`config.mk`:
```
export PLATFORM = sky130hd
export DESIGN_NAME = sens_io_top
export DESIGN_NICKNAME = d
export VERILOG_FILES = /design/src/rtl/sens_io_pkg.sv /design/src/rtl/sens_ctrl_regs.sv /design/src/rtl/sens_io_top.sv /design/src/rtl/sens_jtag_regs.sv /design/src/rtl/sens_pad_mux.sv /design/src/rtl/sens_wb_slave.sv
export VERILOG_INCLUDE_DIRS = /design/src /design/src/rtl
export SDC_FILE = /design/constraint.sdc
export NUM_CORES = 1
export LEC_CHECK = 0
export BUFFER_PORTS_ARGS = -buffer_cell sky130_fd_sc_hd__buf_2
export CAP_MARGIN = 25
export CORE_MARGIN = 2
export CORE_UTILIZATION = 43
export DETAILED_ROUTE_END_ITERATION = 10
export GPL_TIMING_DRIVEN = 0
export PLACE_DENSITY_LB_ADDON = 0.05
export SLEW_MARGIN = 20
export SYNTH_ARGS = -nofsm -noshare
export SYNTH_HDL_FRONTEND = slang
export SYNTH_SLANG_ARGS = --single-unit
```
`constraint.sdc`:
```
create_clock -name mclk -period 1.7 [get_ports mclk]
set_input_delay 0.34 -clock mclk [delete_from_list [all_inputs] [get_ports mclk]]
set_output_delay 0.34 -clock mclk [all_outputs]
set_load 0.02 [all_outputs]
```
`src/rtl/sens_io_settings.svh`:
```
`ifndef SENS_IO_SETTINGS_SVH
`define SENS_IO_SETTINGS_SVH

`define SENS_ADR_W          2   // wishbone word address, 4 registers
`define SENS_DAT_W          32  // wishbone data

// control register, value bit of each field, enable is value + 1
`define SENS_CTRL_MRST      0   // sensor master reset
`define SENS_CTRL_ARST      2   // sensor array reset
`define SENS_CTRL_ARO       4   // soft aro level
`define SENS_CTRL_GP0       6
`define SENS_CTRL_GP1       8

// jtag register, same value/enable pairing
`define SENS_JTAG_TDI       0
`define SENS_JTAG_TMS       2
`define SENS_JTAG_TCK       4
`define SENS_JTAG_PROG      6   // prog_b, inverted on the pad
`define SENS_JTAG_PGMEN     8   // hands shared pins to jtag

// status word layout
`define SENS_STAT_PGM_IN    0   // sensed prog pin
`define SENS_STAT_TDO       1
`define SENS_STAT_DONE      2
`define SENS_STAT_FORCE_PGM 3   // latched prog drive
`define SENS_STAT_PGMEN     4

`define SENS_SYNC_STAGES    2   // pad input synchronizer depth

`endif

```
`src/rtl/sens_io_pkg.sv`:
```
`default_nettype none
`include "sens_io_settings.svh"

package sens_io_pkg;

    typedef enum logic [`SENS_ADR_W-1:0] {
        REG_CTRL   = 2'd0,            // sensor control pins
        REG_STATUS = 2'd1,            // read only
        REG_JTAG   = 2'd2             // external fpga port, addr 3 unused
    } sens_reg_e;

    typedef struct packed {
        logic                   cyc;
        logic                   stb;
        logic                   we;
        logic [`SENS_ADR_W-1:0] adr;
        logic [`SENS_DAT_W-1:0] dat;   // write data
    } wb_req_t;

    typedef struct packed {
        logic                   ack;
        logic [`SENS_DAT_W-1:0] dat;   // read data, valid with ack
    } wb_rsp_t;

    typedef struct packed {
        logic mrst;
        logic arst;
        logic aro;                     // effective level, trigger applied
        logic gp0;
        logic gp1;
    } sens_ctrl_t;

    typedef struct packed {
        logic pgmen;
        logic prog;
        logic tck;
        logic tms;
        logic tdi;
    } sens_jtag_t;

    typedef struct packed {
        logic done;
        logic tdo;
        logic pgm_in;
    } sens_pins_t;

    typedef struct packed {
        logic force_pgm;               // prog level held after pgmen drops
    } sens_probe_t;

endpackage

`default_nettype wire

```
`src/rtl/sens_ctrl_regs.sv`:
```
`timescale 1ns/1ps
`default_nettype none
`include "sens_io_settings.svh"

module sens_ctrl_regs (
    input  wire                     mclk,
    input  wire                     async_prst_with_sens_mrst,
    input  wire                     we_i,            // one cycle strobe from slave
    input  wire [`SENS_DAT_W-1:0]   wdata_i,
    input  wire                     trigger_mode_i,  // 0 = free running
    input  wire                     trig_i,          // external trigger
    output sens_io_pkg::sens_ctrl_t ctrl_o
);
    import sens_io_pkg::*;

    sens_ctrl_t soft_r;                              // aro holds the soft bit here

    // each field changes only with its enable bit set
    always_ff @(posedge mclk or posedge async_prst_with_sens_mrst) begin
        if (async_prst_with_sens_mrst) begin
            soft_r <= '0;
        end else if (we_i) begin
            if (wdata_i[`SENS_CTRL_MRST + 1])
                soft_r.mrst <= wdata_i[`SENS_CTRL_MRST];
            if (wdata_i[`SENS_CTRL_ARST + 1])
                soft_r.arst <= wdata_i[`SENS_CTRL_ARST];
            if (wdata_i[`SENS_CTRL_ARO + 1])         // own enable, not mrst's
                soft_r.aro  <= wdata_i[`SENS_CTRL_ARO];
            if (wdata_i[`SENS_CTRL_GP0 + 1])
                soft_r.gp0  <= wdata_i[`SENS_CTRL_GP0];
            if (wdata_i[`SENS_CTRL_GP1 + 1])
                soft_r.gp1  <= wdata_i[`SENS_CTRL_GP1];
        end
    end

    always_comb begin
        ctrl_o     = soft_r;
        ctrl_o.aro = trigger_mode_i ? ~trig_i : soft_r.aro; // aro low while trigger high
    end

endmodule

`default_nettype wire

```
`src/rtl/sens_io_top.sv`:
```
`timescale 1ns/1ps
`default_nettype none
`include "sens_io_settings.svh"

module sens_io_top (
    input  wire                  mclk,
    input  wire                  async_prst_with_sens_mrst,
    input  wire sens_io_pkg::wb_req_t wb_i,
    input  wire                  trigger_mode_i,
    input  wire                  trig_i,
    input  wire                  sns_pgm_i,
    input  wire                  sns_flash_tdo_i,
    input  wire                  sns_shutter_done_i,
    output sens_io_pkg::wb_rsp_t wb_o,
    output logic                 sns_pgm_o,
    output logic                 sns_pgm_oe_o,
    output logic                 sns_ctl_tck_o,
    output logic                 sns_mrst_o,
    output logic                 sns_arst_tms_o,
    output logic                 sns_gp0_tdi_o,
    output logic                 sns_gp1_o
);
    import sens_io_pkg::*;

    logic                   ctrl_we;
    logic                   jtag_we;
    logic [`SENS_DAT_W-1:0] wdata;
    sens_ctrl_t             ctrl;
    sens_jtag_t             jtag;
    sens_pins_t             pins;
    sens_probe_t            probe;

    sens_wb_slave u_wb_slave (
        .mclk (mclk), .async_prst_with_sens_mrst (async_prst_with_sens_mrst),
        .wb_i (wb_i), .ctrl_i (ctrl), .jtag_i (jtag), .pins_i (pins), .probe_i (probe),
        .wb_o (wb_o), .ctrl_we_o (ctrl_we), .jtag_we_o (jtag_we), .wdata_o (wdata)
    );

    sens_ctrl_regs u_ctrl_regs (
        .mclk (mclk), .async_prst_with_sens_mrst (async_prst_with_sens_mrst),
        .we_i (ctrl_we), .wdata_i (wdata),
        .trigger_mode_i (trigger_mode_i), .trig_i (trig_i), .ctrl_o (ctrl)
    );

    sens_jtag_regs u_jtag_regs (
        .mclk (mclk), .async_prst_with_sens_mrst (async_prst_with_sens_mrst),
        .we_i (jtag_we), .wdata_i (wdata), .jtag_o (jtag)
    );

    sens_pad_mux u_pad_mux (
        .mclk (mclk), .async_prst_with_sens_mrst (async_prst_with_sens_mrst),
        .ctrl_i (ctrl), .jtag_i (jtag),
        .sns_pgm_i (sns_pgm_i), .sns_flash_tdo_i (sns_flash_tdo_i),
        .sns_shutter_done_i (sns_shutter_done_i),
        .pins_o (pins), .probe_o (probe),
        .sns_pgm_o (sns_pgm_o), .sns_pgm_oe_o (sns_pgm_oe_o),
        .sns_ctl_tck_o (sns_ctl_tck_o), .sns_mrst_o (sns_mrst_o),
        .sns_arst_tms_o (sns_arst_tms_o), .sns_gp0_tdi_o (sns_gp0_tdi_o),
        .sns_gp1_o (sns_gp1_o)
    );

endmodule

`default_nettype wire

```
`src/rtl/sens_jtag_regs.sv`:
```
`timescale 1ns/1ps
`default_nettype none
`include "sens_io_settings.svh"

module sens_jtag_regs (
    input  wire                     mclk,
    input  wire                     async_prst_with_sens_mrst,
    input  wire                     we_i,            // one cycle strobe from slave
    input  wire [`SENS_DAT_W-1:0]   wdata_i,
    output sens_io_pkg::sens_jtag_t jtag_o
);

    // bit-banged jtag, host toggles tck by single-field writes
    always_ff @(posedge mclk or posedge async_prst_with_sens_mrst) begin
        if (async_prst_with_sens_mrst) begin
            jtag_o <= '0;                            // pgmen off, pins to sensor
        end else if (we_i) begin
            if (wdata_i[`SENS_JTAG_PGMEN + 1])
                jtag_o.pgmen <= wdata_i[`SENS_JTAG_PGMEN];
            if (wdata_i[`SENS_JTAG_PROG + 1])
                jtag_o.prog  <= wdata_i[`SENS_JTAG_PROG];
            if (wdata_i[`SENS_JTAG_TCK + 1])
                jtag_o.tck   <= wdata_i[`SENS_JTAG_TCK];
            if (wdata_i[`SENS_JTAG_TMS + 1])
                jtag_o.tms   <= wdata_i[`SENS_JTAG_TMS];
            if (wdata_i[`SENS_JTAG_TDI + 1])
                jtag_o.tdi   <= wdata_i[`SENS_JTAG_TDI];
        end
    end

endmodule

`default_nettype wire

```
`src/rtl/sens_pad_mux.sv`:
```
`timescale 1ns/1ps
`default_nettype none
`include "sens_io_settings.svh"

module sens_pad_mux (
    input  wire                      mclk,
    input  wire                      async_prst_with_sens_mrst,
    input  wire sens_io_pkg::sens_ctrl_t ctrl_i,
    input  wire sens_io_pkg::sens_jtag_t jtag_i,
    input  wire                      sns_pgm_i,          // prog pad, input side
    input  wire                      sns_flash_tdo_i,
    input  wire                      sns_shutter_done_i,
    output sens_io_pkg::sens_pins_t  pins_o,
    output sens_io_pkg::sens_probe_t probe_o,
    output logic                     sns_pgm_o,
    output logic                     sns_pgm_oe_o,       // 1 = pad driven
    output logic                     sns_ctl_tck_o,      // aro or tck
    output logic                     sns_mrst_o,
    output logic                     sns_arst_tms_o,     // arst or tms
    output logic                     sns_gp0_tdi_o,      // gp0 or tdi
    output logic                     sns_gp1_o
);
    import sens_io_pkg::*;

    sens_pins_t  sync_r [`SENS_SYNC_STAGES];             // pad input synchronizer
    logic [1:0]  pgmen_d;                                // pgmen history
    sens_probe_t probe_r;

    always_ff @(posedge mclk or posedge async_prst_with_sens_mrst) begin
        if (async_prst_with_sens_mrst) begin
            for (int i = 0; i < `SENS_SYNC_STAGES; i++) sync_r[i] <= '0;
        end else begin
            sync_r[0] <= '{done: sns_shutter_done_i, tdo: sns_flash_tdo_i,
                           pgm_in: sns_pgm_i};
            for (int i = 1; i < `SENS_SYNC_STAGES; i++) sync_r[i] <= sync_r[i-1];
        end
    end

    assign pins_o = sync_r[`SENS_SYNC_STAGES-1];

    // probe the prog pin once jtag mode ends, then keep driving that level
    always_ff @(posedge mclk or posedge async_prst_with_sens_mrst) begin
        if (async_prst_with_sens_mrst) begin
            pgmen_d <= 2'b00;
            probe_r <= '0;
        end else begin
            pgmen_d <= {pgmen_d[0], jtag_i.pgmen};
            if (pgmen_d == 2'b10) probe_r.force_pgm <= pins_o.pgm_in; // falling edge
        end
    end

    assign probe_o = probe_r;

    assign sns_ctl_tck_o  = jtag_i.pgmen ? jtag_i.tck : ctrl_i.aro;
    assign sns_arst_tms_o = jtag_i.pgmen ? jtag_i.tms : ctrl_i.arst;
    assign sns_gp0_tdi_o  = jtag_i.pgmen ? jtag_i.tdi : ctrl_i.gp0;
    assign sns_gp1_o      = ctrl_i.gp1;                  // never shared
    assign sns_mrst_o     = ctrl_i.mrst;

    assign sns_pgm_o      = jtag_i.pgmen ? ~jtag_i.prog : probe_r.force_pgm;
    assign sns_pgm_oe_o   = jtag_i.pgmen | probe_r.force_pgm; // released to read done

endmodule

`default_nettype wire

```
`src/rtl/sens_wb_slave.sv`:
```
`timescale 1ns/1ps
`default_nettype none
`include "sens_io_settings.svh"

module sens_wb_slave (
    input  wire                            mclk,
    input  wire                            async_prst_with_sens_mrst,
    input  wire  sens_io_pkg::wb_req_t     wb_i,      // held by host until ack
    input  wire  sens_io_pkg::sens_ctrl_t  ctrl_i,
    input  wire  sens_io_pkg::sens_jtag_t  jtag_i,
    input  wire  sens_io_pkg::sens_pins_t  pins_i,    // already synchronized
    input  wire  sens_io_pkg::sens_probe_t probe_i,
    output sens_io_pkg::wb_rsp_t           wb_o,
    output logic                           ctrl_we_o, // sampled by bank on ack edge
    output logic                           jtag_we_o,
    output logic [`SENS_DAT_W-1:0]         wdata_o
);
    import sens_io_pkg::*;

    logic                   ack_r;
    logic                   start;                    // first cycle of an access
    sens_reg_e              reg_sel;
    logic [`SENS_DAT_W-1:0] rd_word;
    logic [`SENS_DAT_W-1:0] rdata_r;

    assign start   = wb_i.cyc & wb_i.stb & ~ack_r;    // no re-ack right after ack
    assign reg_sel = sens_reg_e'(wb_i.adr);
    assign wdata_o = wb_i.dat;

    always_comb begin
        ctrl_we_o = 1'b0;
        jtag_we_o = 1'b0;
        rd_word   = '0;                               // enable bits read as zero
        case (reg_sel)
            REG_CTRL: begin
                ctrl_we_o                  = start & wb_i.we;
                rd_word[`SENS_CTRL_MRST]   = ctrl_i.mrst;
                rd_word[`SENS_CTRL_ARST]   = ctrl_i.arst;
                rd_word[`SENS_CTRL_ARO]    = ctrl_i.aro;
                rd_word[`SENS_CTRL_GP0]    = ctrl_i.gp0;
                rd_word[`SENS_CTRL_GP1]    = ctrl_i.gp1;
            end
            REG_STATUS: begin                         // writes dropped
                rd_word[`SENS_STAT_PGM_IN]    = pins_i.pgm_in;
                rd_word[`SENS_STAT_TDO]       = pins_i.tdo;
                rd_word[`SENS_STAT_DONE]      = pins_i.done;
                rd_word[`SENS_STAT_FORCE_PGM] = probe_i.force_pgm;
                rd_word[`SENS_STAT_PGMEN]     = jtag_i.pgmen;
            end
            REG_JTAG: begin
                jtag_we_o                  = start & wb_i.we;
                rd_word[`SENS_JTAG_TDI]    = jtag_i.tdi;
                rd_word[`SENS_JTAG_TMS]    = jtag_i.tms;
                rd_word[`SENS_JTAG_TCK]    = jtag_i.tck;
                rd_word[`SENS_JTAG_PROG]   = jtag_i.prog;
                rd_word[`SENS_JTAG_PGMEN]  = jtag_i.pgmen;
            end
            default: rd_word = '0;                    // addr 3, reads zero
        endcase
    end

    always_ff @(posedge mclk or posedge async_prst_with_sens_mrst) begin
        if (async_prst_with_sens_mrst) ack_r <= 1'b0;
        else                           ack_r <= start; // single wait cycle
    end

    always_ff @(posedge mclk or posedge async_prst_with_sens_mrst) begin
        if (async_prst_with_sens_mrst) rdata_r <= '0;
        else if (start)                rdata_r <= rd_word; // captured with ack
    end

    assign wb_o = '{ack: ack_r, dat: rdata_r};

endmodule

`default_nettype wire

```
=== Word level (Yosys, flattened, before mapping) ===
Cells that the tools add are included.
W data, S select, Z words.

* Reduce and logical (&&, ||, !) cells: 11
* Eq/ne operators: 3
* Muxes and demuxes: 14
* Bitwise logic cells: 7

{| class="wikitable"
|+ Operators by type and width
! operator !! number
|-
| $reduce_and A2 Y1 || 10
|-
| $mux W1 || 9
|-
| $pmux W1 S3 || 3
|-
| $eq A2 B2 Y1 const B || 2
|-
| $pmux W1 S2 || 2
|-
| $and A1 B1 Y1 || 3
|-
| $not A1 Y1 || 3
|-
| $eq A2 B1 Y1 const B || 1
|-
| $logic_not A2 Y1 || 1
|-
| $or A1 B1 Y1 || 1
|}

* Flip-flop bits (word level): 27
* Input port bits: 44
* Word-level logic and storage cells: 55
* Output and inout port bits: 40

=== Depth between registers and ports, before layout ===
Gate-level depths: netlist of the first run.

* Depth after elaboration: 5
* Gate-level depth with buffers: 5
* Mapped depth without buffers: 4

=== By module ===
A second synthesis of the first run with hierarchy kept.

* Cell total of the unflattened synthesis: 162
* Area total of the unflattened synthesis: 1701.6 µm²

{| class="wikitable"
|+ By module, submodules not included
! module !! cells an instance !! area an instance (µm²) !! instances !! seq. area each (µm²)
|-
| sens_wb_slave || 102 || 879.6 || 1 || 200.2
|-
| sens_pad_mux || 22 || 337.8 || 1 || 225.2
|-
| sens_ctrl_regs || 22 || 261.5 || 1 || 125.1
|-
| sens_jtag_regs || 16 || 222.7 || 1 || 125.1
|}

=== Least setup slack after synthesis of the first run ===
OpenSTA, ideal clock, no wires.

* Kind: register to output
* Start point: register u_jtag_regs.jtag_o[4] in the netlist's numbering
* End point: output port sns_pgm_o
* Buffers on the path: 1
* Setup slack: 0.321 ns
* Stages on the path, launching flop included: 3
* Data arrival time: 1.039 ns
* Cells stage by stage: dfrtp_1 -> clkbuf_1 -> mux2i_1

* Cells in the longest elaborated chain, start to end: 1

{| class="wikitable"
|+ RTL lines
! item !! line !! text
|-
| start, declared || sens_jtag_regs.sv:10 || <nowiki>output sens_io_pkg::sens_jtag_t jtag_o</nowiki>
|-
| $mux W1 || sens_pad_mux.sv:60 || <nowiki>assign sns_pgm_o = jtag_i.pgmen ? ~jtag_i.prog : probe_r.force_pgm;</nowiki>
|-
| end, declared || sens_io_top.sv:15 || <nowiki>output logic sns_pgm_o,</nowiki>
|}

No other way between the ends.

=== Worst setup path in the final report of the first run ===
* Start point: register u_jtag_regs.jtag_o[4] in the netlist's numbering
* End point: output port sns_gp0_tdi_o

* Cells in the longest elaborated chain, start to end: 1

{| class="wikitable"
|+ RTL lines
! item !! line !! text
|-
| $mux W1 || sens_pad_mux.sv:56 || <nowiki>assign sns_gp0_tdi_o = jtag_i.pgmen ? jtag_i.tdi : ctrl_i.gp0;</nowiki>
|-
| end, declared || sens_io_top.sv:20 || <nowiki>output logic sns_gp0_tdi_o,</nowiki>
|}

No other way between the ends.

==> out/qor.yml, run 1 <==
post-route-period-util_pct: 97.1
vias: 1003
slowest_stage: "dfrtp_2"
yosys.area.top_type: "dfrtp_1"
cp.arrival_ns: 1.31
clkPwrFrac_pct: 16.4
p_leak_nw: 1.00
final_antenna_net_count: 0
die_h_microns: 61.9
antenna_cells: 0
cap_violations: 0
fp.coreArea_sq_mm: 0.00328
critPathCaptureType: "primary output"
gp_congestion: 0.770
clockBufferDepth: 2
syn_inst: 128
ir_worst_vdd_uv: 369
ys_warn_count: 0
avgSynthCellArea_sq_um: 11.3
postLayoutSetupSlackWorst_ns: 0.0495
fin_crit_ns: 1.65
root_buffer: "clkbuf_4"
antenna_found_initial: 0
startpoint_type: "flip-flop"
die_area_sq_mm: 0.00384
clk_pin_slew_ns: 0.13
final_nets: 240
first_pass_iters: 4
num_rows: 21
grt_use_total_pct: 14.4
hold_path.class: "in -> reg"
cts_max_level: 1
route.layer.met1.wl_mm: 1.21
drc: 0
rsz0062_at_grt: "no"
start_util_pct: 44.0
slew_violations: 0
p_per_area_mw_per_mm2: 868
cts_buffers: 3
grt_start_max_net_pins: 28
synth.area.top_cells: "dfrtp_1 (47%), buf_4 (14%), mux2_1 (7.8%)"
synth_cell_types: 31
cts.sinks: 27
synth_edf_count: 0
wl_met2_mm: 1.13
fin_util_pct: 56.6
skew_ns: 0.00430
worstPathCellList: "mux2_4, buf_2"
fmax_mhz: 606
required_ns: 1.36
p_sw_uw: 541
cts_tree: "done"
setup_violations: 0
ys_ff_latch: 27
critPathKind: "reg -> out"
power.share.switching_pct: 33.6
status: "finished, final reports clean"
synth_top_area_share_pct: 46.8
viasPerCell: 4.16
insertion_delay_ns: 0.31
dp_hpwl_mm: 2.03
ys_seq_area_share_pct: 46.8
p_seq_share_pct: 50.0
synth_area_sq_mm: 0.00144
die_w_microns: 61.9
pin_count: 84
grt_pass1_vias: 873
place_ws_ns: 0.0981
crit_fanout: 8
cp_slowest_stage_delay_ns: 0.51
fin_tns_setup_ns: 0
hold_viol_final: 0
syn2layout_area_growth_pct: 28.7
layout-drive-gt1-share_pct: 42.6
maxUsedRoutingLayer: "met4"
portBuffers: 36
internal-power_mw: 1.07
grt.overflow.total: 0
routed-wl-met3_microns: 213
drt_iter0_drc: 5
synth-async-reset-ratio_pct: 100
wirelength_mm: 2.57
avgRoutedWirePerCell_microns: 10.7
synth_ff_type: "dfrtp_1"
comb_power_share_pct: 33.5
grt_pass1_wl_mm: 3.95
==> layer usage <==
layer / GRT usage (%) / vias to the layer above
li1: - / 514
met1: 19.5 / 442
met2: 23.1 / 45
met3: 2.28 / 2
met4: 5.47 / 0
met5: 0 / -
==> final timing paths <==
| path | startpoint | to | slack [ns] | cells past startpoint |
|---|---|---|---|---|
| setup / recovery | u_jtag_regs.jtag_o[4] | sns_gp0_tdi_o | 0.05 | 2 |
| hold / removal | sns_pgm_i | u_pad_mux.sync_r[3] | 0.12 | 1 |
| setup reg to reg | u_wb_slave.ack_r | u_ctrl_regs.soft_r[2] | 0.30 | 4 |
| hold reg to reg | u_pad_mux.sync_r[3] | u_pad_mux.pins_o[0] | 0.36 | 0 |
| max in group asynchronous | async_prst_with_sens_mrst | u_pad_mux.sync_r[5] | 0.89 | 4 |
| min in group asynchronous | async_prst_with_sens_mrst | u_pad_mux.sync_r[3] | 0.44 | 3 |
==> cells in the final DEF (no fill, tap or decap), types with 3 or more instances in the layout <==
| cell | synthesis | layout |
|---|---|---|
| mux2i_1 | 5 | 5 |
| nor2b_1 | 3 | 3 |
| nor4_4 | 3 | 3 |
| buf_6 | 3 | 3 |
| inv_1 | 5 | 4 |
| buf_4 | 26 | 29 |
| nor3_1 | 5 | 5 |
| conb_1 | 1 | 25 |
| buf_2 | 1 | 36 |
| mux2_1 | 10 | 10 |
| clkbuf_4 | 0 | 3 |
| nand2_1 | 13 | 13 |
| dfrtp_1 | 27 | 26 |
==> state kept, by name, indices dropped and copies added, names as in the netlist <==
register / count
u_ctrl_regs.ctrl_o: 4
u_wb_slave.rdata_r: 7
u_ctrl_regs.soft_r: 1
u_wb_slave.ack_r: 1
u_pad_mux.probe_o: 1
u_jtag_regs.jtag_o: 5
u_pad_mux.pins_o: 3
u_pad_mux.sync_r: 3
u_pad_mux.pgmen_d: 2
==> power by group through the flow <==
| stage | registers, mW | clock network (mW) | logic (mW) |
|---|---|---|---|
| final | 0.807 | 0.265 | 0.541 |
| after global routing | 0.823 | 0.303 | 0.592 |
| after CTS | 0.807 | 0.278 | 0.523 |
| after detailed placement | 0.809 | 0 | 0.523 |
| after global placement | 0.804 | 0 | 0.514 |
| after floorplan | 0.832 | 0 | 0.348 |
==> cell usage after synthesis (all sizes together) (3+ instances only) <==
cell and n:
mux2i 5, nor4 5, nor3 6, dfrtp 27, nand2 13, mux2 12, nor2b 3, inv 5
o21ai 3, buf 30
==> worst max-delay path, delay by kind of cell, from the launching register on <==
family	cells	cell delay, ns
buffers and inverters	1	0.16
muxes	1	0.32
DFF	1	0.51
==> kinds of logic (layout without fill, tap and decap cells) <==
logic type / count (synthesis) / in the layout / share of synthesized area [%]
AOI/OAI and AO/OA: 12 / 12 / 5.55
buffers and inverters: 36 / 79 / 17.8
DFF: 27 / 27 / 46.8
muxes: 17 / 17 / 12.8
other: 1 / 25 / 0.260
and+or+nand+nor: 35 / 35 / 16.8
==> area by class of cell <==
| class | instances | area, sq um |
|---|---|---|
| clock buffers | 4 | 26.3 |
| multi-input cells | 89 | 609 |
| plain buffers | 30 | 234 |
| fillers | 305 | 1430 |
| well taps | 46 | 57.6 |
| flip-flops and latches | 27 | 677 |
| repair buffers | 40 | 235 |
| inverters | 5 | 18.8 |
==> stage by stage <==
| step | total power [mW] | hold WS [ns] | cells | cell area (sq um) |
|---|---|---|---|---|
| 3_5_place_dp | 1.33 | 0.336 | 234 | 1770 |
| 4_1_cts | 1.61 | 0.110 | 239 | 1810 |
| 5_1_grt | 1.72 | 0.0938 | 241 | 1860 |
| 6_report | 1.61 | 0.121 | 241 | 1860 |
| 2_1_floorplan | 1.18 | 0.331 | 152 | 1530 |
| 3_3_place_gp | 1.32 | 0.332 | 234 | 1770 |
==> repair_timing <==
| item | in CTS | in global routing |
|---|---|---|
| buffers inserted | 2 | 0 |
| pin swaps | 0 | 0 |
| hold buffers | 0 | 1 |
| endpoints found under the setup margin | 5 | 2 |
| gates resized for setup | 1 | 3 |
| hold endpoints to repair | 0 | 5 |
Note: power is estimated with default switching activity, not from simulation.
==> run 2: changes to the inputs <==
--- a/constraint.sdc
+++ b/constraint.sdc
@@ -3,2 +3,2 @@
 set_output_delay 0.34 -clock mclk [all_outputs]
-set_load 0.02 [all_outputs]
+set_load 0.005 [all_outputs]
==> out/qor.yml, run 2 (synthesis results as in run 1) <==
status: "finished, final reports clean"  # unchanged
first_pass_iters: 4  # unchanged
largest_register_ffs: 7  # unchanged
critPathCaptureType: "primary output"  # unchanged
regMostFlops: "u_wb_slave.rdata_r"  # unchanged
gp_congestion: 0.770  # unchanged
grt_pass1_wl_mm: 3.93  # was 3.95 mm
place_ws_ns: 0.130  # was 0.0981 ns
required_ns: 1.36  # about the same
cts_max_level: 1  # unchanged
die_w_microns: 61.9  # unchanged
min_from: "sns_shutter_done_i"  # was sns_pgm_i
avgRoutedWirePerCell_microns: 10.5  # was 10.7 microns
setup_violations: 0  # unchanged
hold_viol_final: 0  # unchanged
final_common_cell: "buf_2"  # unchanged
grt_start_max_net_pins: 28  # unchanged
comb_power_share_pct: 27.2  # was 33.5%
placed_cell_area_sq_mm: 0.00177  # unchanged
cts_buffers: 3  # unchanged
clkPwrFrac_pct: 17.9  # was 16.4%
fin_area_sq_mm: 0.00184  # was 0.00186 sq mm
clk_pin_slew_ns: 0.13  # about the same
final_cell_mix: "buf_2 (37), buf_4 (26), dfrtp_1 (26), conb_1 (25), nand2_1 (13)"  # was buf_2 (36), buf_4 (29), dfrtp_1 (26), conb_1 (25), nand2_1 (13)
ir_worst_vdd_uv: 335  # was 369 uV
slew_violations: 0  # unchanged
cp_slowest_stage_delay_ns: 0.46  # was 0.51 ns
fin_tns_setup_ns: 0  # unchanged
p_seq_share_pct: 54.9  # was 50.0%
start_util_pct: 44.0  # unchanged
p_per_area_mw_per_mm2: 794  # was 868 mW/mm^2
insertion_delay_ns: 0.31  # about the same
fin_crit_ns: 1.60  # was 1.65 ns
portBuffers: 36  # unchanged
viasPerCell: 4.21  # was 4.16
post-route-period-util_pct: 94.0  # was 97.1%
wirelength_mm: 2.53  # was 2.57 mm
pin_count: 84  # unchanged
power.share.switching_pct: 28.1  # was 33.6%
postLayoutSetupSlackWorst_ns: 0.102  # was 0.0495 ns
skew_ns: 0.00191  # was 0.00430 ns
holdPathStages: 1  # unchanged
vias: 1011  # was 1,003
die_h_microns: 61.9  # unchanged
drc: 0  # unchanged
drt_iter0_drc: 1  # was 5
syn2layout_area_growth_pct: 27.3  # was 28.7%
num_rows: 21  # unchanged
reg2reg_depth: 4  # unchanged
r2r_start: "u_wb_slave.ack_r"  # unchanged
reg2reg_to: "u_ctrl_regs.soft_r[2]"  # unchanged
rrSetupSlack_ns: 0.30  # about the same
critPathKind: "reg -> out"  # unchanged
internal-power_mw: 1.05  # was 1.07 mW
min_to: "u_pad_mux.sync_r[5]"  # was u_pad_mux.sync_r[3]
cp.arrival_ns: 1.26  # was 1.31 ns
p_leak_nw: 0.989  # was 1.00 nW
crit_fanout: 6  # was 8
dp_hpwl_mm: 2.03  # unchanged
startpoint_type: "flip-flop"  # unchanged
clockBufferDepth: 2  # unchanged
root_buffer: "clkbuf_4"  # unchanged
layout-drive-gt1-share_pct: 42.3  # was 42.6%
fmax_mhz: 626  # was 606 MHz
fin_hold_ws_ns: 0.122  # was 0.121 ns
grt_pass1_vias: 868  # was 873
final_antenna_net_count: 0  # unchanged
antenna_found_initial: 0  # unchanged
hold_path.class: "in -> reg"  # unchanged
cts_tree: "done"  # unchanged
cts.sinks: 27  # unchanged
antenna_cells: 0  # unchanged
fp.coreArea_sq_mm: 0.00328  # unchanged
p_sw_uw: 410  # was 541 uW
cap_violations: 0  # unchanged
finalPower_mw: 1.46  # was 1.61 mW
slowest_stage: "dfrtp_2"  # unchanged
grt.overflow.total: 0  # unchanged
die_area_sq_mm: 0.00384  # unchanged
grt_use_total_pct: 14.2  # was 14.4%
worstPathCellList: "mux2_2, buf_2"  # was mux2_4, buf_2
final_nets: 239  # was 240
rsz0062_at_grt: "no"  # unchanged
-- run 2: cell types whose count changed in the layout (fill, tap and decap cells not counted) --
cell / previous run / this run
buf_2: 36 / 37
buf_4: 29 / 26
clkbuf_2: 0 / 1
mux2_2: 0 / 2
mux2_4: 2 / 0
-- run 2: power by group through the flow --
stage | Sequential, mW | Combinational (mW) | Clock (mW)
after floorplan | 0.795 | 0.259 | 0
after global placement | 0.804 | 0.387 | 0
after detailed placement | 0.809 | 0.396 | 0
after CTS | 0.809 | 0.381 | 0.278
after global routing | 0.818 | 0.450 | 0.303
final | 0.801 | 0.397 | 0.261
-- run 2: metrics by stage --
step / utilization, % / std cells
final: 56.0 / 240
after global routing: 56.0 / 240
after CTS: 54.7 / 237
after detailed placement: 53.9 / 234
after global placement: 53.9 / 234
after floorplan: - / 152
-- run 2: worst max path at each step --
stage,from,to,slack [ns],cells after the start
floorplan,u_wb_slave.ack_r,u_ctrl_regs.ctrl_o[3],0.38,4
global placement,u_jtag_regs.jtag_o[4],sns_gp0_tdi_o,0.16,3
detailed placement,u_jtag_regs.jtag_o[4],sns_gp0_tdi_o,0.13,3
CTS,u_jtag_regs.jtag_o[4],sns_gp0_tdi_o,0.03,2
global route,u_jtag_regs.jtag_o[4],sns_ctl_tck_o,0.03,3
finish,u_jtag_regs.jtag_o[4],sns_gp0_tdi_o,0.10,2
-- run 2: area by class of cell --
| type | count | area [sq um] |
|---|---|---|
| Sequential cell | 27 | 677 |
| Clock buffer | 4 | 26.3 |
| Multi-Input combinational cell | 89 | 602 |
| Timing Repair Buffer | 39 | 223 |
| Tap cell | 46 | 57.6 |
| Inverter | 5 | 18.8 |
| Fill cell | 309 | 1450 |
| Buffer | 30 | 234 |
-- run 2: repair_timing --
action / 4_1_cts / 5_1_grt
cloned: 0 / 0
setup buffers: 0 / 1
setup endpoints to repair: 5 / 2
gates resized for setup: 1 / 0
hold endpoints to repair: 0 / 5
hold buffers: 0 / 1
-- run 2: worst max-delay path, delay by kind of cell, from the launching register on --
family   cells  cell delay [ns]
flops        1             0.46
buf+inv      1             0.13
mux          1             0.36
-- run 2: layer usage --
layer	share of wire [%]	vias to the layer above	global-route usage (%)
li1	-	515	-
met1	46	449	19.3
met2	45	45	22.9
met3	8.3	2	2.28
met4	0.79	0	5.47
met5	0	-	0
==> run 3: changes to the inputs <==
Settings changed: ABC_AREA set to 1, BUFFER_PORTS_ARGS -buffer_cell sky130_fd_sc_hd__buf_2 to unset, CORE_ASPECT_RATIO set to 0.75, CORE_UTILIZATION 43 to 45, DONT_BUFFER_PORTS set to 1.
==> out/qor.yml, run 3 <==
synth_top_area_share_pct: 47.6  # was 46.8%
reg2reg_depth: 5  # was 4
cap_violations: 0  # unchanged
gp_congestion: 0.800  # was 0.770
status: "finished, final reports clean"  # unchanged
r2r_start: "u_wb_slave.ack_r"  # unchanged
final_nets: 239  # unchanged
insertion_delay_ns: 0.27  # was 0.31 ns
place_ws_ns: 0.356  # was 0.130 ns
synth_edf_count: 0  # unchanged
first_pass_iters: 4  # unchanged
antenna_found_initial: 0  # unchanged
final_antenna_net_count: 0  # unchanged
avgSynthCellArea_sq_um: 8.66  # was 11.3 sq um
synth.area.top_cells: "dfrtp_1 (48%), buf_4 (15%), nand2_1 (13%)"  # was dfrtp_1 (47%), buf_4 (14%), mux2_1 (7.8%)
antenna_cells: 0  # unchanged
cts_tree: "done"  # unchanged
die_area_sq_mm: 0.00363  # was 0.00384 sq mm
cts_buffers: 3  # unchanged
synth.most_common_cell: "nand2_1"  # was dfrtp_1
viasPerCell: 4.88  # was 4.21
avgRoutedWirePerCell_microns: 12.6  # was 10.5 microns
num_rows: 17  # was 21
yosys.area.top_type: "dfrtp_1"  # unchanged
grt_pass1_vias: 1018  # was 868
synth_area_sq_mm: 0.00142  # was 0.00144 sq mm
ys_seq_area_share_pct: 47.6  # was 46.8%
fmax_mhz: 614  # was 626 MHz
post-route-period-util_pct: 95.8  # was 94.0%
synth-async-reset-ratio_pct: 100  # unchanged
reg2reg_to: "u_ctrl_regs.soft_r[2]"  # unchanged
cts.sinks: 27  # unchanged
cp.arrival_ns: 1.29  # was 1.26 ns
rsz0062_at_grt: "no"  # unchanged
root_buffer: "clkbuf_8"  # was clkbuf_4
required_ns: 1.36  # about the same
hold_path.class: "in -> reg"  # unchanged
grt_pass1_wl_mm: 4.39  # was 3.93 mm
start_util_pct: 47.7  # was 44.0%
portBuffers: 0  # was 36
ys_top_cells_by_count: "nand2_1 (50), buf_4 (28), dfrtp_1 (27)"  # was dfrtp_1 (27), buf_4 (26), nand2_1 (13)
fin_hold_ws_ns: 0.0910  # was 0.122 ns
synth_cell_types: 20  # was 31
dp_hpwl_mm: 2.28  # was 2.03 mm
syn_inst: 164  # was 128
syn2layout_area_growth_pct: 15.5  # was 27.3%
setup_violations: 0  # unchanged
critPathKind: "reg -> out"  # unchanged
postCtsSetupRepairBufs: 0  # unchanged
crit_start: "u_jtag_regs.jtag_o[4]"  # unchanged
wirelength_mm: 2.92  # was 2.53 mm
final_cell_mix: "nand2_1 (50), buf_4 (28), dfrtp_1 (27), conb_1 (25), nand4_1 (20)"  # was buf_2 (37), buf_4 (26), dfrtp_1 (26), conb_1 (25), nand2_1 (13)
largest_register_ffs: 7  # unchanged
p_per_area_mw_per_mm2: 881  # was 794 mW/mm^2
finalPower_mw: 1.44  # was 1.46 mW
cts_resized: 0  # was 1
endpoint: "sns_pgm_o"  # was sns_gp0_tdi_o
slowest_stage: "dfrtp_1"  # was dfrtp_2
skew_ns: 0.00519  # was 0.00191 ns
layout-drive-gt1-share_pct: 22.7  # was 42.3%
grt_start_max_net_pins: 28  # unchanged
startpoint_type: "flip-flop"  # unchanged
fin_tns_setup_ns: 0  # unchanged
grt_use_total_pct: 16.7  # was 14.2%
ys_warn_count: 0  # unchanged
vias: 1133  # was 1,011
fp.coreArea_sq_mm: 0.00298  # was 0.00328 sq mm
holdPathStages: 0  # was 1
synth_ff_type: "dfrtp_1"  # unchanged
drc: 0  # unchanged
p_leak_nw: 0.880  # was 0.989 nW
ir_worst_vdd_uv: 690  # was 335 uV
clk_pin_slew_ns: 0.09  # was 0.13 ns
worstPathCellList: "buf_4, or2_2, a21boi_0"  # was mux2_2, buf_2
pin_count: 84  # unchanged
slew_violations: 0  # unchanged
die_h_microns: 52.7  # was 61.9 microns
postLayoutSetupSlackWorst_ns: 0.0713  # was 0.102 ns
final_common_cell: "nand2_1"  # was buf_2
critPathCaptureType: "primary output"  # unchanged
rrSetupSlack_ns: 0.32  # was 0.30 ns
crit_fanout: 9  # was 6
fin_crit_ns: 1.63  # was 1.60 ns
cts_max_level: 1  # unchanged
drt_iter0_drc: 44  # was 1
grt.overflow.total: 0  # unchanged
ys_ff_latch: 27  # unchanged
hold_viol_final: 0  # unchanged
die_w_microns: 68.9  # was 61.9 microns
cp_slowest_stage_delay_ns: 0.39  # was 0.46 ns
clockBufferDepth: 2  # unchanged
regMostFlops: "u_wb_slave.rdata_r"  # unchanged
run 3: area by class of cell:
type,instances,area [sq um]
well taps,38,47.5
repair buffers,2,37.5
flip-flops and latches,27,676
inverters,10,37.5
clock buffers,4,45.0
fillers,283,1340
multi-input cells,119,558
plain buffers,32,239
run 3: metal layers:
metal | track usage [%] | vias to the layer above | part of all wire, % | wire length (microns)
met5 | 0 | - | 0 | 0
met4 | 3.92 | 0 | 0.58 | 17
met3 | 5.38 | 2 | 9.4 | 275
met1 | 19.3 | 528 | 41 | 1210
li1 | - | 552 | - | -
met2 | 29.8 | 51 | 48 | 1420
run 3: critical path, delay by kind of cell (launching register included):
family                 cells  cell delay (ns)
and+or+nand+nor            1             0.32
DFF                        1             0.39
buffers and inverters      1             0.17
AOI/OAI and AO/OA          1             0.15
run 3: where the power goes:
group / switching (mW) / leakage, nW / internal (mW) / total [mW]
Sequential: 0.0711 / 0.342 / 0.735 / 0.806
Combinational: 0.153 / 0.515 / 0.134 / 0.286
Clock: 0.185 / 0.0228 / 0.168 / 0.352
Total: 0.409 / 0.880 / 1.04 / 1.44
run 3: cells by family after synthesis:
kind of cell           share of synthesized area (%)
flip-flops                                      47.6
AO/OA/AOI/OAI                                   2.55
other                                          0.264
AND/OR/NAND/NOR                                 28.5
buffers and inverters                           19.5
multiplexers                                    1.59
run 3: how the worst min path moves through the flow:
stage / startpoint / end / slack, ns
final: sns_flash_tdo_i / u_pad_mux.sync_r[4] / 0.09
after global routing: sns_pgm_i / u_pad_mux.sync_r[3] / 0.07
after CTS: sns_flash_tdo_i / u_pad_mux.sync_r[4] / 0.08
after detailed placement: u_pad_mux.sync_r[4] / u_pad_mux.pins_o[1] / 0.34
after global placement: u_pad_mux.sync_r[4] / u_pad_mux.pins_o[1] / 0.33
after floorplan: u_pad_mux.sync_r[3] / u_pad_mux.pins_o[0] / 0.33
run 3: timing repair:
item	CTS	global route
hold buffers	0	1
hold endpoints to repair	0	5
endpoints found under the setup margin	0	0
run 3: metrics by stage:
step	util, %	instance area (sq um)	cells
final	55.1	1640	232
after floorplan	-	1510	188
after global placement	52.3	1560	226
after CTS	53.8	1600	230
after global routing	55.1	1640	232
after detailed placement	52.3	1560	226
